===== config.mk =====
export PLATFORM = sky130hd
export DESIGN_NAME = aexmExecStage
export DESIGN_NICKNAME = d
export VERILOG_FILES = /design/src/hw/aexmPkg.sv /design/src/hw/aexmExecStage.sv
export VERILOG_INCLUDE_DIRS = /design/src /design/src/hw
export SDC_FILE = /design/constraint.sdc
export NUM_CORES = 1
export LEC_CHECK = 0
export BUFFER_PORTS_ARGS = -buffer_cell sky130_fd_sc_hd__buf_4
export CORE_ASPECT_RATIO = 2
export CORE_MARGIN = 4
export CORE_UTILIZATION = 40
export CTS_CLUSTER_SIZE = 8
export DETAILED_ROUTE_END_ITERATION = 8
export GPL_ROUTABILITY_DRIVEN = 0
export PLACE_DENSITY = 0.69
export SKIP_CTS_REPAIR_TIMING = 1
export SLEW_MARGIN = 40
export SYNTH_ARGS = -nofsm -noshare
export SYNTH_HDL_FRONTEND = slang
export SYNTH_SLANG_ARGS = --single-unit

===== constraint.sdc =====
create_clock -name gclk -period 4.5 [get_ports gclk]
set_clock_uncertainty 0.05 [all_clocks]
set_input_delay 0.45 -clock gclk [delete_from_list [all_inputs] [get_ports gclk]]
set_output_delay 0.45 -clock gclk [all_outputs]
set_load 0.02 [all_outputs]

===== src/hw/aexm_config.svh =====
`ifndef AEXM_CONFIG_SVH
`define AEXM_CONFIG_SVH

// Datapath word width
`define AEXM_DATA_WIDTH 32

// General purpose registers, r0 reads as zero
`define AEXM_REG_COUNT 32

`define AEXM_DMEM_AW 8  // Data RAM word-address bits

`endif


===== src/hw/aexmPkg.sv =====
`include "aexm_config.svh"

package aexmPkg;

  typedef logic [`AEXM_DATA_WIDTH-1:0]         word_t;
  typedef logic [$clog2(`AEXM_REG_COUNT)-1:0]  regAddr_t;
  typedef logic [5:0]                          opcode_t;
  typedef logic [15:0]                         imm_t;
  typedef logic [1:0]                          srcSel_t;
  typedef logic [2:0]                          aluSel_t;
  typedef logic [1:0]                          dstSel_t;

  // Operand source, resolved in the execute stage
  localparam srcSel_t SRC_REG  = 2'd0;
  localparam srcSel_t SRC_FWD  = 2'd1;  // Instruction just ahead, ALU or load
  localparam srcSel_t SRC_LATE = 2'd2;  // Instruction two ahead
  localparam srcSel_t SRC_IMM  = 2'd3;

  localparam aluSel_t ALU_ADD   = 3'd0;
  localparam aluSel_t ALU_RSUB  = 3'd1;
  localparam aluSel_t ALU_OR    = 3'd2;
  localparam aluSel_t ALU_SHIFT = 3'd3;
  localparam aluSel_t ALU_AND   = 3'd4;
  localparam aluSel_t ALU_XOR   = 3'd5;
  localparam aluSel_t ALU_STORE = 3'd6;  // Address add plus RAM write

  localparam dstSel_t DST_ALU  = 2'd0;
  localparam dstSel_t DST_LOAD = 2'd2;
  localparam dstSel_t DST_NONE = 2'd3;

  // Register forms, bit 3 set gives the immediate form
  localparam opcode_t ADD   = 6'o00;
  localparam opcode_t RSUB  = 6'o01;
  localparam opcode_t OR    = 6'o40;
  localparam opcode_t AND   = 6'o41;
  localparam opcode_t XOR   = 6'o42;
  localparam opcode_t SHIFT = 6'o44;
  localparam opcode_t LW    = 6'o62;
  localparam opcode_t SW    = 6'o66;

endpackage


===== src/hw/aexmExecStage.sv =====
`timescale 1ns/1ps
`include "aexm_config.svh"

module aexmExecStage (
  input  logic               gclk,
  input  logic               grst,
  input  aexmPkg::word_t     opA,
  input  aexmPkg::word_t     opB,
  input  aexmPkg::word_t     opD,
  input  aexmPkg::aluSel_t   xAlu,
  input  aexmPkg::dstSel_t   xDst,
  input  aexmPkg::regAddr_t  xRw,
  input  aexmPkg::word_t     xImm,
  input  logic               xValid,
  input  aexmPkg::word_t     memRdData,
  output aexmPkg::word_t     exResult,
  output aexmPkg::word_t     memAddr,
  output aexmPkg::word_t     memWrData,
  output logic               memWe,
  output logic               wbValid,
  output aexmPkg::regAddr_t  wbReg,
  output aexmPkg::word_t     wbData,
  output aexmPkg::dstSel_t   lastDst
);
  import aexmPkg::*;

  localparam int MSB = `AEXM_DATA_WIDTH - 1;

  word_t wbAlu;

  always_comb begin
    case (xAlu)
      ALU_RSUB:  exResult = opB - opA;
      ALU_OR:    exResult = opA | opB;
      ALU_AND:   exResult = opA & opB;
      ALU_XOR:   exResult = opA ^ opB;
      // Function field bit 6 picks srl over sra
      ALU_SHIFT: exResult = {(xImm[6] ? 1'b0 : opA[MSB]), opA[MSB:1]};
      default:   exResult = opA + opB;
    endcase
  end

  // Byte address, the RAM drops the low two bits
  assign memAddr   = opA + opB;
  assign memWrData = opD;
  assign memWe     = xValid && (xAlu == ALU_STORE);

  always_ff @(posedge gclk) begin
    if (grst) begin
      wbValid <= 1'b0;
      lastDst <= DST_NONE;
    end else begin
      wbValid <= xValid && (xDst != DST_NONE);
      lastDst <= xDst;
    end
  end

  always_ff @(posedge gclk) begin
    wbReg <= xRw;
    wbAlu <= exResult;
  end

  assign wbData = (lastDst == DST_LOAD) ? memRdData : wbAlu;  // Load data lands now

  assert property (@(posedge gclk) disable iff (grst) wbValid |-> !$isunknown(wbData));

endmodule


After elaboration in Yosys (flattened, before gate mapping):

Cells that the tools add are included.

* bitwise logic cells: 3
* reductions and logical operators: 2
* equal/unequal tests: 8
* mux-type cells: 3
* add/sub/neg operators: 2

Operator list (number)
* 32-bit one-hot mux with 5 select lines: 1
* 32-bit adder: 1
* 32-bit bitwise AND: 1
* 32-bit two-way mux: 1
* 32-bit bitwise OR: 1
* 32-bit subtractor: 1
* 32-bit XOR: 1
* 3-bit == test (second input constant): 3
* 3-bit by 2-bit == test with 1-bit output (second input constant): 2
* 3-bit by 1-bit == test with 1-bit output (second input constant): 1
* 2-bit == test (second input constant): 1
* 1-bit logical AND: 2
* 2-bit != test (second input constant): 1
* 1-bit two-way mux: 1

* output and inout bits: 137
* flip-flop bits (word level): 40
* word-level logic and storage cells: 22

Depth between registers and ports, before layout:

* depth in word-level cells: 2
* mapped depth: 13

Least setup slack after synthesis:

OpenSTA, ideal clock, no wires.

* path kind: input port to output port
* start: input port opA[0]
* end: output port exResult[20]
* required time: 4.000 ns
* cell stages on the path: 10
* data arrival time: 3.069 ns
* setup slack: 0.931 ns
* path buffers: 0
* path through: ha_1 -> fa_1 -> a21o_1 -> a221oi_2 -> o21bai_1 -> a31oi_2 -> o21ai_0 -> o21ai_0 -> o21ai_0 -> a221oi_1

* word-level cells in the longest chain between the ends: 2
* elaborated cells on any way between the ends: 3
* classes of those cells: add/sub (2); mux (1)

Ends and longest elaborated chain
* start, declared: line aexmExecStage.sv:7 `input aexmPkg::word_t opA,`
* 32-bit adder or 32-bit subtractor (tied branches): line aexmExecStage.sv:39, aexmExecStage.sv:33
* 32-bit one-hot mux with 5 select lines *: line aexmExecStage.sv:32 `case (xAlu)`
* end, declared: line aexmExecStage.sv:16 `output aexmPkg::word_t exResult,`

Mark *: on every way between the ends. The rest lies on a longest branch, timed or not.

Final worst setup path:

* start: input port opA[21]
* end: output port exResult[29]

The elaborated chain is that of the path after synthesis.

==> flow_summary.yaml <==
global_route:
  top_usage_layer: "met2"
  grt_usage_pct: 26.84
  grt_pass1_vias: 8300
  grtUsageMet1_pct: 26.29
  grt_use_met3_pct: 3.264
  grt_start_max_net_pins: 58
  antenna_found_initial: 0
  met2_usage_pct: 49.25
  grt_pass1_wl_mm: 42.59
  grt.overflow.total: 0
logic_synthesis:
  yosysWarnings: 0
  synth_seq_cells: 40
  ys_types: 84
  synth_area_leader_cell: "ha_1"
  syn_nets: 1273
  async_flop_share_pct: 0
  syn_area_mm2: 0.007251
  netlist_top_cells_count: "109 x a21oi_1, 109 x inv_1, 95 x ha_1, 79 x nor2_1, 47 x nand2_1"
  synth.avg_cell_area_um2: 7.229
  netlist_top_cells_area: "ha_1 16%, dfxtp_1 11%, a21oi_1 7.5%"
  synth_ff_type: "dfxtp_1"
  syn_inst: 1003
  synth_edf_count: 0
  ys_seq_area_share_pct: 11.04
  yosysTopAreaCellShare_pct: 16.39
critical_path:
  cp.arrival_ns: 3.66
  crit_slowest_cell: "ha_1"
  cp_max_fo: 12
  required_ns: 4.00
  critPathKind: "in2out"
  critPathLaunch: "opA[21]"
  startpoint_type: "input port"
  cp_common_cell: "a211oi_1"
  path_cells: "buf_4 -> inv_1 -> ha_1 -> nor2_1 -> a211oi_1 -> o21ai_0 -> a211oi_1 -> a21bo_2 -> a211oi_1 -> o31ai_1 -> mux2i_1 -> a311oi_2 -> buf_4"
  endpoint_kind: "primary output"
  critical-path-max-stage-delay_ns: 0.55
detailed_routing:
  drcViolationCount: 0
  drt_iter0_drc: 478
  vias: 8261
  drt_wl_total_mm: 28.47
  firstDrtPassIters: 5
  avgViaCountPerCell: 6.017
  ant_nets: 0
  wl_per_cell_um: 20.73
timing:
  finalSetupViolations: 0
  period_share_pct: 92.41
  timing.slew.headroom_pct: 46.47
  fmax_mhz: 240.5
  hold_viol: 0
  fin_crit_ns: 4.158
  rsz0062_at_grt: "no"
  setup_tns_ns: 0
  worst_pin_slew_ns: 0.8010
  drv_slew: 0
  setup_ws_ns: 0.3415
floorplan:
  coreArea_mm2: 0.01778
  rows: 69
  die_h_um: 198.4
  dieWidth_um: 103.2
  dieArea_mm2: 0.02047
  start_util_pct: 40.77
  io_pins: 310
clocking:
  htreeDepth: 2
  ctsLongestPathBuffers: 2
  cts.sinks: 40
  numCtsBuffers: 5
  clk_pin_slew_ns: 0.06
  cts_tree: "yes"
  cts_root_buffer: "clkbuf_16"
flow_run:
  drv_cap: 0
final_layout:
  finalNetCount: 1429
  stdcell_area_mm2: 0.009050
  syn2layout_area_growth_pct: 24.81
  layout-drive-gt1-share_pct: 27.41
  n_antenna_cell: 0
power_and_ir_drop:
  p_leak_nw: 4.332
  power_mw: 2.443
  p_per_area_mw_per_mm2: 270.0
  ir_drop_v: 0.0001727
placement:
  portBuffers: 214
  hpwl_mm: 22.32
  post-place-ws_ns: 0.4231
  dpl_cell_area_mm2: 0.008877
run_status:
  status: "finished, final reports clean"
hold_path:
  hold_path_class: "in2reg"
  worstHoldStart: "xRw[1]"
==> registers in the layout, summed over array words and instances (netlist names) <==
name	flops
wbAlu	32
lastDst	2
wbValid	1
wbReg	5
==> kinds of logic after synthesis <==
group                    count (synthesis)  share of synthesized area [%]
buffers and inverters                  207                          12.82
AO/OA/AOI/OAI                          360                          33.62
adder cells (fa/ha/maj)                 97                          16.95
multiplexers                            48                          7.403
AND/OR/NAND/NOR                        216                          13.94
XOR/XNOR                                35                          4.228
flip-flops                              40                          11.04
==> cells in the final DEF, fill, tap and decap left out, drive strengths merged, types with 9 or more instances in the layout <==
master	n
nor3	23
a21o	12
mux2	35
o21ai	46
a211oi	16
dfxtp	40
inv	110
xnor2	32
o31ai	10
nand3	12
nand2	47
a22oi	31
o211ai	9
mux2i	12
buf	244
o21bai	16
o22a	9
o21a	9
ha	95
a221oi	10
nor2	79
o22ai	34
nor2b	17
a21oi	110
==> final timing paths <==
| path | slack (ns) | endpoint | depth (start not counted) |
|---|---|---|---|
| max | 0.34 | exResult[29] | 13 |
| min | 0.20 | wbReg[1]$_DFF_P_ | 1 |
==> metrics by stage <==
step / hold WS (ns) / utilization, % / std cells
detailed placement: 0.5054 / 49.92 / 1365
CTS: 0.1891 / 50.89 / 1373
global placement: 0.5041 / 49.75 / 1364
finish: 0.1996 / 50.89 / 1373
floorplan: 0.4277 / - / 1003
global route: 0.1929 / 50.89 / 1373
==> report_power, final <==
group | internal (mW) | total (mW) | switching [mW]
Sequential | 0.412 | 0.427 | 0.0149
Clock | 0.265 | 0.462 | 0.197
Combinational | 0.645 | 1.55 | 0.909
Total | 1.32 | 2.44 | 1.12
==> area by class of cell <==
class,count,area (µm²)
Inverter,112,420.4
Sequential cell,40,800.8
Tap cell,213,266.5
Clock buffer,5,125.1
Timing Repair Buffer,244,1852
Multi-Input combinational cell,756,5538
Clock inverter,3,47.55
Fill cell,1810,8735
==> per-layer routing <==
layer / vias to the layer above / part of all wire (%)
li1: 3854 / -
met1: 3836 / 32
met2: 404 / 53
met3: 167 / 6.7
met4: 0 / 8.2
met5: - / 0
==> worst max-delay path, delay by kind of cell <==
family / cells / cell delay [ns]
compound gates: 7 / 1.94
fa+ha+maj: 1 / 0.55
buf+inv: 3 / 0.37
simple gates: 1 / 0.19
mux: 1 / 0.15
No activity file was read; power rests on OpenSTA's default activity.
