### src/hw/aexm_config.svh
`ifndef AEXM_CONFIG_SVH
`define AEXM_CONFIG_SVH

// Datapath word width
`define AEXM_DATA_WIDTH 32

// General purpose registers, r0 reads as zero
`define AEXM_REG_COUNT 32

`define AEXM_DMEM_AW 8  // Data RAM word-address bits

`endif

### src/hw/aexmPkg.sv
`include "aexm_config.svh"

package aexmPkg;

  typedef logic [`AEXM_DATA_WIDTH-1:0]         word_t;
  typedef logic [$clog2(`AEXM_REG_COUNT)-1:0]  regAddr_t;
  typedef logic [5:0]                          opcode_t;
  typedef logic [15:0]                         imm_t;
  typedef logic [1:0]                          srcSel_t;
  typedef logic [2:0]                          aluSel_t;
  typedef logic [1:0]                          dstSel_t;

  // Operand source, resolved in the execute stage
  localparam srcSel_t SRC_REG  = 2'd0;
  localparam srcSel_t SRC_FWD  = 2'd1;  // Instruction just ahead, ALU or load
  localparam srcSel_t SRC_LATE = 2'd2;  // Instruction two ahead
  localparam srcSel_t SRC_IMM  = 2'd3;

  localparam aluSel_t ALU_ADD   = 3'd0;
  localparam aluSel_t ALU_RSUB  = 3'd1;
  localparam aluSel_t ALU_OR    = 3'd2;
  localparam aluSel_t ALU_SHIFT = 3'd3;
  localparam aluSel_t ALU_AND   = 3'd4;
  localparam aluSel_t ALU_XOR   = 3'd5;
  localparam aluSel_t ALU_STORE = 3'd6;  // Address add plus RAM write

  localparam dstSel_t DST_ALU  = 2'd0;
  localparam dstSel_t DST_LOAD = 2'd2;
  localparam dstSel_t DST_NONE = 2'd3;

  // Register forms, bit 3 set gives the immediate form
  localparam opcode_t ADD   = 6'o00;
  localparam opcode_t RSUB  = 6'o01;
  localparam opcode_t OR    = 6'o40;
  localparam opcode_t AND   = 6'o41;
  localparam opcode_t XOR   = 6'o42;
  localparam opcode_t SHIFT = 6'o44;
  localparam opcode_t LW    = 6'o62;
  localparam opcode_t SW    = 6'o66;

endpackage

### src/hw/aexmDecodeCtrl.sv
`timescale 1ns/1ps
`include "aexm_config.svh"

module aexmDecodeCtrl (
  input  logic               gclk,
  input  logic               grst,
  input  logic               instValid,
  input  aexmPkg::word_t     instWord,
  input  logic               wbValid,
  input  aexmPkg::regAddr_t  wbReg,
  output aexmPkg::regAddr_t  rdAddrA,
  output aexmPkg::regAddr_t  rdAddrB,
  output aexmPkg::regAddr_t  rdAddrD,
  output aexmPkg::srcSel_t   xSrcA,
  output aexmPkg::srcSel_t   xSrcB,
  output aexmPkg::srcSel_t   xSrcD,
  output aexmPkg::aluSel_t   xAlu,
  output aexmPkg::dstSel_t   xDst,
  output aexmPkg::regAddr_t  xRw,
  output aexmPkg::word_t     xImm,
  output logic               xValid
);
  import aexmPkg::*;

  opcode_t  opc;
  opcode_t  opBase;
  regAddr_t rd;
  regAddr_t ra;
  regAddr_t rb;
  imm_t     imm;
  logic     isImm;
  logic     isAlu;
  logic     isLoad;
  aluSel_t  aluNext;
  dstSel_t  dstNext;
  srcSel_t  srcANext;
  srcSel_t  srcBNext;
  srcSel_t  srcDNext;

  assign {opc, rd, ra, rb} = instWord[31:11];
  assign imm    = instWord[15:0];
  assign isImm  = opc[3];
  assign opBase = {opc[5:4], 1'b0, opc[2:0]};  // Fold both forms together

  assign rdAddrA = ra;
  assign rdAddrB = rb;
  assign rdAddrD = rd;  // Store data

  // Newest producer wins and bubbles never match
  function automatic srcSel_t pickSrc(input regAddr_t r);
    if (xValid && (xDst != DST_NONE) && (xRw == r))
      return SRC_FWD;
    else if (wbValid && (wbReg == r))
      return SRC_LATE;
    else
      return SRC_REG;
  endfunction

  always_comb begin
    aluNext = ALU_ADD;
    isAlu   = 1'b0;
    isLoad  = 1'b0;
    case (opBase)
      ADD:     isAlu = 1'b1;
      RSUB: begin
        isAlu   = 1'b1;
        aluNext = ALU_RSUB;
      end
      OR: begin
        isAlu   = 1'b1;
        aluNext = ALU_OR;
      end
      AND: begin
        isAlu   = 1'b1;
        aluNext = ALU_AND;
      end
      XOR: begin
        isAlu   = 1'b1;
        aluNext = ALU_XOR;
      end
      SHIFT: begin
        isAlu   = !isImm;  // 6'o54 is not a shift
        aluNext = ALU_SHIFT;
      end
      LW:      isLoad = 1'b1;
      SW:      aluNext = ALU_STORE;
      default: ;  // Unknown opcode acts as a no-op
    endcase
    dstNext  = (!(isAlu || isLoad) || (rd == '0)) ? DST_NONE :
               isLoad ? DST_LOAD : DST_ALU;
    srcANext = pickSrc(ra);
    srcBNext = isImm ? SRC_IMM : pickSrc(rb);
    srcDNext = pickSrc(rd);
  end

  always_ff @(posedge gclk) begin
    if (grst) begin
      xValid <= 1'b0;
      xDst   <= DST_NONE;
    end else begin
      xValid <= instValid;
      xDst   <= instValid ? dstNext : DST_NONE;  // Bubble writes nothing
    end
  end

  always_ff @(posedge gclk) begin
    xSrcA <= srcANext;
    xSrcB <= srcBNext;
    xSrcD <= srcDNext;
    xAlu  <= aluNext;
    xRw   <= rd;
    xImm  <= {{(`AEXM_DATA_WIDTH-16){imm[15]}}, imm};
  end

  // Caller strobe known and a valid word fully defined
  assert property (@(posedge gclk) disable iff (grst) !$isunknown(instValid));
  assert property (@(posedge gclk) disable iff (grst) instValid |-> !$isunknown(instWord));

endmodule

### config.mk
export PLATFORM = sky130hd
export DESIGN_NAME = aexmDecodeCtrl
export DESIGN_NICKNAME = d
export VERILOG_FILES = /design/src/hw/aexmPkg.sv /design/src/hw/aexmDecodeCtrl.sv
export VERILOG_INCLUDE_DIRS = /design/src /design/src/hw
export SDC_FILE = /design/constraint.sdc
export NUM_CORES = 1
export LEC_CHECK = 0
export BUFFER_PORTS_ARGS = -buffer_cell sky130_fd_sc_hd__buf_2
export CORE_MARGIN = 8
export CORE_UTILIZATION = 30
export CTS_CLUSTER_SIZE = 20
export DETAILED_ROUTE_END_ITERATION = 8
export GPL_TIMING_DRIVEN = 0
export PLACE_DENSITY = 0.75
export SLEW_MARGIN = 20
export SYNTH_ARGS = -nofsm -noshare
export SYNTH_HDL_FRONTEND = slang
export SYNTH_SLANG_ARGS = --single-unit
### constraint.sdc
create_clock -name gclk -period 1.3 [get_ports gclk]
set_input_delay 0.065 -clock gclk [delete_from_list [all_inputs] [get_ports gclk]]
set_output_delay 0.065 -clock gclk [all_outputs]
set_load 0.05 [all_outputs]
Word-level counts from Yosys, hierarchy flattened
Index checks and enable logic that the tools add are counted.

Logic and storage cells: 48. Flip-flop bits (word level): 33. Bits of input ports: 41. Output and inout bits: 64.

Mux-type cells: 8. Reduce and logical (&&, ||, !) cells: 16. Bitwise gates (word level): 1. Equality and inequality tests: 14.

Operator list (number): == test 5 bit (6); == test 5 bit (second input constant) (6); one-hot mux 3 bit (6 select lines) (1); 2-to-1 mux 2 bit (5); logical AND 1 bit (7); logical NOT 6 bit (1); == test 5 x 1 -> 1 bit (second input constant) (1); logical NOT 5 bit (1); OR reduction 5 bit (1); OR reduction 3 bit (1); logical NOT 1 bit (2); logical OR 1 bit (2); inequality test 2 bit (second input constant) (1); one-hot mux 1 bit (2 select lines) (1); OR reduction 2 bit (1); 2-to-1 mux 1 bit (1); inverter 1 bit (1).

Longest topological paths before layout
Word-level depth: 7. Mapped depth: 5. Depth with buffers taken out: 4.

Worst setup path before layout
No wires, ideal clock.

Path type: flip-flop to flip-flop. Start: register xRw[4]. End: register xSrcB[1]. Cell stages (with the launch flop): 5. Data required time: 1.184 ns. Buffers on the path: 0. Setup time: 0.116 ns. Path slack: -0.227 ns. Clock period less this slack: 1.527 ns. Arrival time: 1.411 ns. Cells stage by stage: dfxtp_1 > xor2_1 > nor4_1 > nand3_1 > a41o_1.

Longest elaborated chain between the ends: 3.

Ends and longest elaborated chain: from (decl) (RTL line aexmDecodeCtrl.sv:19) `output aexmPkg::regAddr_t xRw,`; from (signal assigned) (RTL line aexmDecodeCtrl.sv:111) `xRw <= rd;`; == test 5 bit (RTL line aexmDecodeCtrl.sv:51) `if (xValid && (xDst != DST_NONE) && (xRw == r))`; logical AND 1 bit (RTL line aexmDecodeCtrl.sv:51); 2-to-1 mux 2 bit (RTL line aexmDecodeCtrl.sv:51); to (signal assigned) (RTL line aexmDecodeCtrl.sv:108) `xSrcB <= srcBNext;`; to (decl) (RTL line aexmDecodeCtrl.sv:15) `output aexmPkg::srcSel_t xSrcB,`.

Every way passes these cells. A chain may end at the register's enable or synchronous reset.

Worst setup path in the final report
Start: register xRw[2]. End: register xSrcB[1].

The elaborated chain is that of the path after synthesis.

==> impl_results.md <==
- Int Pwr: 2.10 mW
- Synth Net Count: 175
- Number of distinct library cells after synthesis: 26
- Synth-to-Final Area Change: 71.4%
- Ant diodes: 0
- Crit-path max FO: 3
- Remaining DRCs: 0
- Reg2reg setup slack: 0.06 ns
- Top cells by count, synth: dfxtp_1 (33), buf_4 (31), xor2_1 (21), xnor2_1 (11), nor3_1 (5)
- Clk pin slew, worst setup/hold paths: 0.07 ns
- Synth area leader: dfxtp_1
- Most common cell in the netlist: dfxtp_1
- Final min period: 1.24 ns
- Area contributors post-synth: dfxtp_1 (47%), buf_4 (17%), xor2_1 (13%), xnor2_1 (6.9%), nor3_1 (1.8%)
- Synth Instances: 134
- Root Driver: clkbuf_8
- Mean post-synth cell area: 10.5 µm²
- CTS max path bufs: 2
- Share of cells above drive strength 1: 57.6%
- Largest net degree at the start of global routing: 18
- Total gr overflow: 0
- Most used DFF post-synth: dfxtp_1
- CTS tree: built
- CP Launch Point: xRw[2]
- # Max-Cap Violations: 0
- Vias in the first global route: 1427
- Lkg Pwr: 1.20 nW
- Combinational power share: 26.4%
- Worst stage delay on the critical path: 0.35 ns
- H-tree Lvls: 2
- Yosys warns: 0
- Sequential share of power: 35.8%
- Register area share after synthesis: 47.1%
- FP Rows: 25
- Pre-antenna DRT Iters: 4
- Setup TNS: 0 ns
- Crit Path Class: reg2reg
- Worst path arrival time: 1.42 ns
- Tot GR Track Use: 12.3%
- Final Total Pwr: 3.03 mW
- Routed WL: 4440 µm
- RSZ-0062 raised after global routing: true
- Share of the synthesized area in the top cell type: 47.1%
- Switching share of power: 30.6%
- First-pass GRT wire length: 6840 µm
- Slowest-stage cell, CP: dfxtp_4
- Worst hold path class: in2reg
- Die area: 0.00712 mm²
- Sw power: 0.928 mW
- Final worst-path cycle share: 95.1%
- Slew HR: 76.2%
- Outcome: complete, no violations
- Routability cong.: 0.823
- Peak VDD IR: 501 µV
- CP Capture Point: xSrcB[1]
- Hold Worst Slack: 0.0389 ns
- Chip Height: 84.4 µm
- Worst-skew pair later-pin latency: 0.29 ns
- CP Launch Type: flip-flop
- Final hold violations: 0
- DRT iter0 DRCs: 33
- R2R depth: 4
- Nature of the critical path endpoint: flip-flop
- Clock Skew: 0.00400 ns
- Vias/cell: 4.07
- Final Setup Violations: 0
- Post-DRT Antenna Nets: 0
- Total CTS buffers: 5
- Post-placement setup slack: 0.0253 ns
- DP Area: 0.00199 mm²
- Synthesis-stage register bit count: 33
- Clk pwr share: 37.8%
- Setup ws final: 0.0641 ns
- Async SR Flop Fraction: 0%
- Vias: 1313
- R2r startpoint: xRw[2]
- Die width: 84.4 µm
- # clock sinks: 33
- Worst flop-to-flop path endpoint: xSrcB[1]
- Max-slew violations: 0
- Power per Cell Area: 1260 mW/mm²
- EDFF count, synth: 0
- Initial antenna violation count: 0
- Core area: 0.00463 mm²
- Final Cell Area: 0.00241 mm²
- Wirelength per Cell: 13.8 µm
- CP Cell Sequence: xor2_2 -> nor4_2 -> nand3_1 -> a41o_1
- Buffers added on ports: 103
- Post-synthesis instance area: 0.00140 mm²
- Starting Density: 30.3%
- Dpl hpwl: 3440 µm
- Worst Path Required: 1.48 ns
- Achievable Freq: 809 MHz
- # IOs: 105
- Worst Tran Pin Value: 0.353 ns
- Nets: 309
-- flip-flops by register name, summed over array words and instances, names as in the netlist --
| register | flops |
|---|---|
| xRw | 5 |
| xSrcA | 2 |
| xSrcD | 2 |
| xImm | 16 |
| xValid | 1 |
| xAlu | 3 |
| xDst | 2 |
| xSrcB | 2 |
-- cell type report --
type,instances,area (µm²)
fillers,445,2220
repair buffers,127,763
flip-flops and latches,33,677
multi-input cells,68,517
plain buffers,32,244
clock buffers,5,68.8
well taps,54,67.6
clock inverters,3,65.1
inverters,1,3.75
-- routing by layer --
| layer | wire length (µm) | vias up | global-route usage [%] |
|---|---|---|---|
| li1 | - | 678 | - |
| met1 | 1580 | 577 | 10.6 |
| met2 | 2410 | 50 | 23.6 |
| met3 | 362 | 8 | 4.49 |
| met4 | 96 | 0 | 6.96 |
| met5 | 0 | - | 0 |
-- what timing repair did --
item | 4_1_cts | 5_1_grt
pin swaps | 0 | 3
endpoints found under the setup margin | 17 | 19
hold buffers | 24 | 0
setup buffers | 0 | 2
resized for setup | 1 | 9
endpoints found under the hold margin | 25 | 0
-- worst min path at each step --
stage	startpoint	endpoint	slack, ns	depth (start not counted)
6_report	instWord[30]	xAlu[0]	0.04	2
5_1_grt	instWord[30]	xAlu[0]	0.05	2
4_1_cts	instWord[30]	xAlu[0]	0.03	2
3_5_place_dp	instWord[3]	xImm[3]	0.17	1
3_3_place_gp	instWord[10]	xImm[10]	0.17	1
2_1_floorplan	instWord[0]	xImm[0]	0.09	0
-- worst max-delay path: cells and delay by family (launching register included) --
family	cells	cell delay, ns
flip-flops	1	0.35
XOR/XNOR	1	0.18
AND/OR/NAND/NOR	2	0.40
AO/OA/AOI/OAI	1	0.20
-- stage by stage --
step	cells	util (%)
global route	323	52.0
floorplan	134	-
finish	323	52.0
detailed placement	291	43.1
CTS	323	51.2
global placement	291	43.1
-- placed cells by master (no fill, tap or decap) --
master and count:
a21boi_2 1, a21o_1 1, a21oi_1 1, a41o_1 1, a41o_2 1, and2_1 1, buf_2 101, buf_4 33
buf_6 1, bufinv_16 2, clkbuf_8 5, clkinv_2 1, dfxtp_1 26, dfxtp_2 4, dfxtp_4 3, dlygate4sd3_1 23
dlymetal6s4s_1 1, inv_1 1, nand2_1 1, nand2b_1 1, nand3_1 4, nand4_1 2, nor2_1 3, nor2b_1 3
nor3_1 5, nor4_1 3, nor4_2 1, nor4b_1 1, o21a_1 1, o21ai_0 2, o21ai_2 1, or3_1 1
or4_1 1, xnor2_1 11, xor2_1 20, xor2_2 1
-- cells by family (layout without fill, tap and decap cells) --
| logic type | Yosys count | after routing | share of synthesized area (%) |
|---|---|---|---|
| AND/OR/NAND/NOR | 27 | 27 | 10.8 |
| buffers and inverters | 33 | 168 | 17.6 |
| AO/OA/AOI/OAI | 9 | 9 | 4.55 |
| XOR/XNOR | 32 | 32 | 20.0 |
| flip-flops | 33 | 33 | 47.1 |
-- power by group through the flow --
stage / Combinational, mW / Sequential (mW) / Clock [mW]
CTS: 0.794 / 1.09 / 1.18
global placement: 0.730 / 1.11 / 0
detailed placement: 0.737 / 1.11 / 0
finish: 0.799 / 1.08 / 1.14
floorplan: 0.357 / 1.28 / 0
global route: 0.842 / 1.09 / 1.21
Power figures use the tool's default switching activity.
