<file path="src/hw/aexm_config.svh">
`ifndef AEXM_CONFIG_SVH
`define AEXM_CONFIG_SVH

// Datapath word width
`define AEXM_DATA_WIDTH 32

// General purpose registers, r0 reads as zero
`define AEXM_REG_COUNT 32

`define AEXM_DMEM_AW 8  // Data RAM word-address bits

`endif

</file>
<file path="src/hw/aexmPkg.sv">
`include "aexm_config.svh"

package aexmPkg;

  typedef logic [`AEXM_DATA_WIDTH-1:0]         word_t;
  typedef logic [$clog2(`AEXM_REG_COUNT)-1:0]  regAddr_t;
  typedef logic [5:0]                          opcode_t;
  typedef logic [15:0]                         imm_t;
  typedef logic [1:0]                          srcSel_t;
  typedef logic [2:0]                          aluSel_t;
  typedef logic [1:0]                          dstSel_t;

  // Operand source, resolved in the execute stage
  localparam srcSel_t SRC_REG  = 2'd0;
  localparam srcSel_t SRC_FWD  = 2'd1;  // Instruction just ahead, ALU or load
  localparam srcSel_t SRC_LATE = 2'd2;  // Instruction two ahead
  localparam srcSel_t SRC_IMM  = 2'd3;

  localparam aluSel_t ALU_ADD   = 3'd0;
  localparam aluSel_t ALU_RSUB  = 3'd1;
  localparam aluSel_t ALU_OR    = 3'd2;
  localparam aluSel_t ALU_SHIFT = 3'd3;
  localparam aluSel_t ALU_AND   = 3'd4;
  localparam aluSel_t ALU_XOR   = 3'd5;
  localparam aluSel_t ALU_STORE = 3'd6;  // Address add plus RAM write

  localparam dstSel_t DST_ALU  = 2'd0;
  localparam dstSel_t DST_LOAD = 2'd2;
  localparam dstSel_t DST_NONE = 2'd3;

  // Register forms, bit 3 set gives the immediate form
  localparam opcode_t ADD   = 6'o00;
  localparam opcode_t RSUB  = 6'o01;
  localparam opcode_t OR    = 6'o40;
  localparam opcode_t AND   = 6'o41;
  localparam opcode_t XOR   = 6'o42;
  localparam opcode_t SHIFT = 6'o44;
  localparam opcode_t LW    = 6'o62;
  localparam opcode_t SW    = 6'o66;

endpackage

</file>
<file path="src/hw/aexmOperandStage.sv">
`timescale 1ns/1ps

module aexmOperandStage (
  input  logic              gclk,
  input  aexmPkg::word_t    rdDataA,
  input  aexmPkg::word_t    rdDataB,
  input  aexmPkg::word_t    rdDataD,
  input  aexmPkg::word_t    xImm,
  input  aexmPkg::word_t    exResult,
  input  aexmPkg::word_t    wbData,
  input  aexmPkg::word_t    memRdData,
  input  aexmPkg::srcSel_t  xSrcA,
  input  aexmPkg::srcSel_t  xSrcB,
  input  aexmPkg::srcSel_t  xSrcD,
  input  aexmPkg::dstSel_t  xDst,
  input  aexmPkg::dstSel_t  lastDst,
  output aexmPkg::word_t    opA,
  output aexmPkg::word_t    opB,
  output aexmPkg::word_t    opD
);
  import aexmPkg::*;

  word_t regA;
  word_t regB;
  word_t regD;
  word_t fwdVal;   // ALU result of the instruction just ahead
  word_t lateVal;  // Writeback value of the instruction two ahead
  word_t aheadVal;

  always_ff @(posedge gclk) begin
    regA    <= rdDataA;
    regB    <= rdDataB;
    regD    <= rdDataD;
    fwdVal  <= exResult;
    lateVal <= wbData;
  end

  // A load just ahead has its RAM data arriving this cycle
  assign aheadVal = (lastDst == DST_LOAD) ? memRdData : fwdVal;

  function automatic word_t pick(input srcSel_t sel, input word_t regVal);
    case (sel)
      SRC_FWD:  return aheadVal;
      SRC_LATE: return lateVal;
      SRC_IMM:  return xImm;
      default:  return regVal;
    endcase
  endfunction

  always_comb begin
    opA = pick(xSrcA, regA);
    opB = pick(xSrcB, regB);
    opD = (xDst == DST_NONE) ? pick(xSrcD, regD) : '0;  // Only stores use D
  end

endmodule

</file>
<file path="config.mk">
export PLATFORM = sky130hd
export DESIGN_NAME = aexmOperandStage
export DESIGN_NICKNAME = d
export VERILOG_FILES = /design/src/hw/aexmPkg.sv /design/src/hw/aexmOperandStage.sv
export VERILOG_INCLUDE_DIRS = /design/src /design/src/hw
export SDC_FILE = /design/constraint.sdc
export NUM_CORES = 1
export LEC_CHECK = 0
export BUFFER_PORTS_ARGS = -buffer_cell sky130_fd_sc_hd__buf_2
export CAP_MARGIN = 30
export CORE_AREA = 3 3 126 128
export DETAILED_ROUTE_END_ITERATION = 6
export DIE_AREA = 0 0 129 131
export GPL_ROUTABILITY_DRIVEN = 0
export GPL_TIMING_DRIVEN = 0
export PLACE_DENSITY = 0.75
export SETUP_SLACK_MARGIN = 0.2
export SYNTH_ARGS = -nofsm -noshare
export SYNTH_HDL_FRONTEND = slang
export SYNTH_SLANG_ARGS = --single-unit
</file>
<file path="constraint.sdc">
create_clock -name gclk -period 1.15 [get_ports gclk]
set_input_delay 0.0575 -clock gclk [delete_from_list [all_inputs] [get_ports gclk]]
set_output_delay 0.0575 -clock gclk [all_outputs]
set_load 0.05 [all_outputs]
</file>
* Word-level counts from Yosys, hierarchy flattened
Cells that the tools add are included.
** Operators by class
- Eq/ne operators :: 11
- Muxes and demuxes :: 5
** Operator list (number)
- $pmux 32 s3 :: 3
- $mux 32 :: 2
- $eq 2x2->1 const B :: 8
- $eq 2x1->1 const B :: 3
** Storage, ports and cells
- Register bits after elaboration :: 160
- Output and inout port bits :: 96
- Logic and storage cells :: 21

* Logic depth before layout (Yosys ltp)
Gate-level depths: netlist (run 1).
- Depth in word-level cells :: 4
- Gate-level depth with buffers :: 6
- Depth with buffers taken out :: 3

* Least setup slack after synthesis (run 1)
No wires, ideal clock.
- Path type :: input-to-output
- Start point :: input xDst[0]
- End point :: output opD[13]
- Arrival :: 1494 ps
- Data required time :: 1092 ps
- Path slack :: -402 ps
- Cell stages on the path :: 6
- Path through :: and2_1 -> buf_4 -> nand2b_1 -> buf_4 -> buf_2 -> o221ai_1
** On the way
- Longest elaborated chain between the ends :: 2
** RTL lines
- from (decl) :: line aexmOperandStage.sv:15 : input aexmPkg::dstSel_t xDst,
- $eq 2x2->1 :: line aexmOperandStage.sv:53 : opD = (xDst == DST_NONE) ? pick(xSrcD, regD) : '0;
- $mux 32 :: line aexmOperandStage.sv:53
- to (decl) :: line aexmOperandStage.sv:19 : output aexmPkg::word_t opD
No other way between the ends.

* Final worst setup path (run 1)
- Start point :: register lateVal[3]
- End point :: output opA[3]
** On the way
- Longest elaborated chain between the ends :: 1
** RTL lines
- from (decl) :: line aexmOperandStage.sv:27 : word_t lateVal;
- from (signal assigned) :: line aexmOperandStage.sv:35 : lateVal <= wbData;
- $pmux 32 s3 :: line aexmOperandStage.sv:42 : case (sel)
- to (decl) :: line aexmOperandStage.sv:17 : output aexmPkg::word_t opA,
No other way between the ends.

==> results_dict.tcl, run 1 <==
set metrics [dict create \
    ys_seq_area_share_pct 55.48 \
    grt_pass1_vias 8534 \
    p_clk_share_pct 34.5 \
    synthDistinctLibCells 24 \
    drive_gt1_share_pct 64.13 \
    setup_viol 96 \
    post-route-util_pct 85.01 \
    dp_hpwl_mm 18.61 \
    violations "design-rule violations, negative setup slack" \
    power_mw 17.34 \
    yosysWarnings 0 \
    yosysTopAreaCellShare_pct 55.48 \
    worstPathMaxFanout 3 \
    p_int_mw 11.41 \
    clock_path_buffers 2 \
    gr-total-overflow 0 \
    rsz0062_at_grt "true" \
    wl_per_cell_um 29.79 \
    numCtsBuffers 17 \
    ys_ff_latch 160 \
    postPlaceCellArea_um2 8817 \
    grt_pass1_wl_mm 50.87 \
    min_path_type "primary input to flip-flop" \
    switchingPower_mw 5.930 \
    timing.fmax_mhz 563.5 \
    postRouteAntennaNets 0 \
    cap_violations 0 \
    synth_area_leaders "dfxtp_1, a222oi_1, mux2i_1, o21ai_1, o221ai_1" \
    nets 1288 \
    floorplan.initialDensity_pct 38.55 \
    mostFrequentLayoutCell "buf_2" \
    yosys.area.top_type "dfxtp_1" \
    synth_area_um2 5773 \
    fillers 634 \
    synth_edf_count 0 \
    async_flop_share_pct 0 \
    crit_arrival_ns 1.72 \
    combPwrFrac_pct 30.3 \
    worst_pin_slew_ns 0.6622 \
    pwr_density_cell_nw_per_um2 1362 \
    cts_tree "done" \
    die_area_um2 16900 \
    p_seq_share_pct 35.2 \
    clk_pin_slew_worst_paths_ns 0.08 \
    critical_path_class "flip-flop to primary output" \
    start_kind "flip-flop" \
    pin_count 331 \
    endpoint_kind "primary output" \
    via_count 8055 \
    relSlewSlack_pct 55.86 \
    total_leakage_power_nw 5.257 \
    antenna_found_initial 4 \
    drt_iter0_markers 1052 \
    layoutNonFillerInstCount 1257 \
    synth-main-ff-cell "dfxtp_1" \
    setup_ws_ns -0.6247 \
    viasPerCell 6.408 \
    synthCells 512 \
    clock_sinks 160 \
    die_y_um 131 \
    final_cell_mix "buf_2, dlygate4sd3_1, buf_6, dfxtp_1, o21ai_2" \
    ir_drop_mv 1.336 \
    fin_area_um2 12730 \
    root_buffer "clkbuf_16" \
    drv_slew 0 \
    cts_max_level 4 \
    swShare_pct 34.20 \
    area_growth_pct 120.5 \
    drt_first_pass_iters 7 \
    coreArea_um2 14980 \
    routed_wl_mm 37.44 \
    dieWidth_um 129 \
    min_period_ns 1.775 \
    grt_max_degree 17 \
    syn_nets 747 \
    drcViolationCount 9 \
    cp_data_required_time_ns 1.09 \
    num_rows 45 \
    grtUsageTotal_pct 40.68 \
    hold_viol_final 0 \
    setup_tns_ns -32.71 \
    period_share_pct 154.3 \
    outcome "finished, violations left" \
    avgSynthCellArea_um2 11.28 \
    placed_cells 1033 \
    io_buffers 329 \
]
[state kept, by name, summed over array words and instances (netlist names)]
| name | cells |
|---|---|
| fwdVal | 32 |
| lateVal | 32 |
| regA | 32 |
| regB | 32 |
| regD | 32 |
[cells in the mapped netlist, types with 5 or more instances]
library cell,n
buf_2,24
mux2i_1,49
a222oi_1,64
dfxtp_1,160
nand2_1,15
o22ai_1,15
clkbuf_1,11
buf_8,6
buf_6,5
o2bb2ai_1,15
nand3_1,17
o21ai_1,94
o221ai_1,17
[worst paths after layout]
check | from | endpoint | slack (ns) | depth (start not counted)
worst max-delay path | lateVal[3] | opA[3] | -0.62 | 3
worst min-delay path | rdDataD[2] | regD[2] | 0.25 | 2
[worst max-delay path: stages (launching register included)]
cell and delay [ns]:
dfxtp_2 0.35, a222oi_1 0.58, o21ai_4 0.15, buf_6 0.19
[power groups by stage]
stage          sequential, mW  clock [mW]  combinational, mW
2_1_floorplan            6.07           0               2.52
3_3_place_gp             6.10           0               3.56
3_5_place_dp             6.11           0               3.61
4_1_cts                  6.04        5.82               4.91
5_1_grt                  6.10        6.17               5.38
6_report                 6.10        5.98               5.26
[metal layers]
layer | GRT usage (%) | up-vias | share of wire, %
li1 | - | 3163 | -
met1 | 41.53 | 3759 | 32
met2 | 69.94 | 841 | 48
met3 | 14.51 | 292 | 12
met4 | 27.61 | 0 | 8.4
met5 | 0 | - | 0
[per-stage QoR]
stage | setup WS (ns) | hold WS [ns]
floorplan | -0.07302 | 0.08522
global placement | -0.7053 | 0.1597
detailed placement | -0.5746 | 0.1611
CTS | -0.4371 | 0.2426
global route | -0.6741 | 0.2527
finish | -0.6247 | 0.2476
[timing repair]
action	in CTS	in global routing
cloned	1	0
gates resized for setup	364	27
buffers inserted	24	4
hold buffers	160	0
endpoints found under the hold margin	160	0
pin swaps	88	3
setup endpoints to repair	96	96
[layout make-up]
class	instances	area, um2	share of cell area, %
Multi-Input combinational cell	302	3757	29.51
Buffer	50	486.7	3.823
Antenna cell	4	10.01	0.07862
Timing Repair Buffer	522	4359	34.24
Sequential cell	160	3289	25.84
Tap cell	188	235.2	1.847
Clock buffer	17	425.4	3.341
Clock inverter	14	168.9	1.327
[logic make-up after synthesis]
group	after synthesis	share of synthesized area, %
AOI/OAI and AO/OA	205	25.73
DFF	160	55.48
muxes	49	8.496
buffers and inverters	50	5.852
and+or+nand+nor	48	4.443
No activity file was read; power rests on OpenSTA's default activity.
==> run 2, diff against run 1 <==
--- a/config.mk
+++ b/config.mk
@@ -12,7 +12,6 @@
 export DETAILED_ROUTE_END_ITERATION = 6
 export DIE_AREA = 0 0 129 131
 export GPL_ROUTABILITY_DRIVEN = 0
-export GPL_TIMING_DRIVEN = 0
 export PLACE_DENSITY = 0.75
 export SETUP_SLACK_MARGIN = 0.2
 export SYNTH_ARGS = -nofsm -noshare
==> results_dict.tcl, run 2 (synthesis gave the netlist of run 1 again) <==
set metrics [dict create \
    drt_first_pass_iters 7 \
    power_mw 17.32 \
    coreArea_um2 14980 \
    area_growth_pct 120.8 \
    viasPerCell 6.304 \
    violations "negative setup slack" \
    pwr_density_cell_nw_per_um2 1359 \
    drive_gt1_share_pct 63.95 \
    startpoint "lateVal[8]" \
    crit_arrival_ns 1.88 \
    grt_pass1_wl_mm 49.38 \
    die_area_um2 16900 \
    min_to "lateVal[10]" \
    drcViolationCount 0 \
    via_count 8183 \
    swShare_pct 34.62 \
    setup_viol 96 \
    clk_pin_slew_worst_paths_ns 0.08 \
    setup_tns_ns -32.52 \
    hold_depth 2 \
    ir_drop_mv 1.395 \
    io_buffers 330 \
    min_path_type "primary input to flip-flop" \
    layoutNonFillerInstCount 1298 \
    min_period_ns 1.942 \
    placed_cells 1073 \
    hp-start "wbData[10]" \
    clock_sinks 160 \
    num_rows 45 \
    postRouteAntennaNets 0 \
    outcome "finished, violations left" \
    routed_wl_mm 36.40 \
    grt_pass1_vias 8520 \
    cts_tree "done" \
    relSlewSlack_pct 52.89 \
    period_share_pct 168.9 \
    worstPathMaxFanout 3 \
    cts_max_level 4 \
    worst_pin_slew_ns 0.7066 \
    setup_ws_ns -0.7922 \
    mostFrequentLayoutCell "buf_2" \
    switchingPower_mw 5.997 \
    timing.fmax_mhz 514.9 \
    die_y_um 131 \
    rsz0062_at_grt "true" \
    final_cell_mix "buf_2, dlygate4sd3_1, buf_6, dfxtp_1, buf_4" \
    p_int_mw 11.32 \
    p_clk_share_pct 34.5 \
    pin_count 331 \
    dp_hpwl_mm 18.26 \
    start_kind "flip-flop" \
    combPwrFrac_pct 30.5 \
    hold_ws_ns 0.2568 \
    grt_max_degree 33 \
    post-place-ws_ns -0.2770 \
    nets 1326 \
    drv_slew 0 \
    cap_violations 0 \
    drt_iter0_markers 1098 \
    cpPeakStageDelay_ns 0.61 \
    grtUsageTotal_pct 39.09 \
    antenna_found_initial 3 \
    hold_viol_final 0 \
    root_buffer "clkbuf_16" \
    fillers 637 \
    gr-total-overflow 0 \
    endpoint_kind "primary output" \
    dieWidth_um 129 \
    total_leakage_power_nw 5.413 \
    p_seq_share_pct 35.0 \
    critical_path_class "flip-flop to primary output" \
    cp_data_required_time_ns 1.09 \
    path_cells "a222oi_1 > buf_4 > o21ai_4 > buf_6" \
    crit_slowest_cell "a222oi_1" \
    floorplan.initialDensity_pct 38.55 \
    numCtsBuffers 17 \
    wl_per_cell_um 28.04 \
    clock_path_buffers 2 \
]
-- run 2: cell count changes in the layout (fill, tap and decap cells not counted), sizes merged --
cell	before	now
bufinv	2	1
clkbuf	28	17
diode	4	6
inv	10	8
clkinv	2	6
buf	401	450
-- run 2: power by group through the flow --
stage,clock network [mW],logic [mW],registers (mW)
CTS,5.87,4.88,6.01
detailed placement,0,3.91,6.11
global route,6.16,5.43,6.07
global placement,0,3.86,6.11
finish,5.97,5.29,6.06
floorplan,0,2.52,6.07
-- run 2: timing repair --
item,4_1_cts,5_1_grt
gates resized for setup,257,33
pin swaps,89,4
buffers inserted,10,17
hold buffers,160,0
endpoints found under the setup margin,96,96
cloned,0,0
hold endpoints to repair,160,0
-- run 2: routing by layer --
metal / routed length (um) / GRT usage, % / vias to the layer above
met4: 3228 / 26.87 / 0
met2: 17590 / 67.80 / 877
met5: 0 / 0 / -
li1: - / - / 3236
met3: 4040 / 12.40 / 303
met1: 11540 / 40.25 / 3767
-- run 2: worst max-delay path by stage --
stage / depth (start not counted) / to
after floorplan: 5 / opD[24]
after global placement: 7 / opD[3]
after detailed placement: 7 / opB[14]
after CTS: 4 / opB[14]
after global routing: 4 / opA[8]
final: 4 / opA[8]
-- run 2: metrics by stage --
stage,instance area (um2),utilization [%]
global placement,9413,62.85
finish,12750,85.11
detailed placement,9413,62.85
CTS,12460,83.18
global route,12740,85.06
floorplan,6875,-
-- run 2: cell type report --
type	instances	area (um2)	area share (%)
timing repair buffer	610	5120	40.16
clock buffer	17	425.4	3.337
tap	188	235.2	1.845
multi-input combinational	302	3473	27.25
antenna	6	15.01	0.1178
sequential	160	3287	25.79
clock inverter	15	191.4	1.502
-- run 2: worst max-delay path: cells and delay by family, from the launching register on --
family                 cells  cell delay [ns]
flip-flops                 1             0.35
buffers and inverters      2             0.42
AO/OA/AOI/OAI              2             0.69
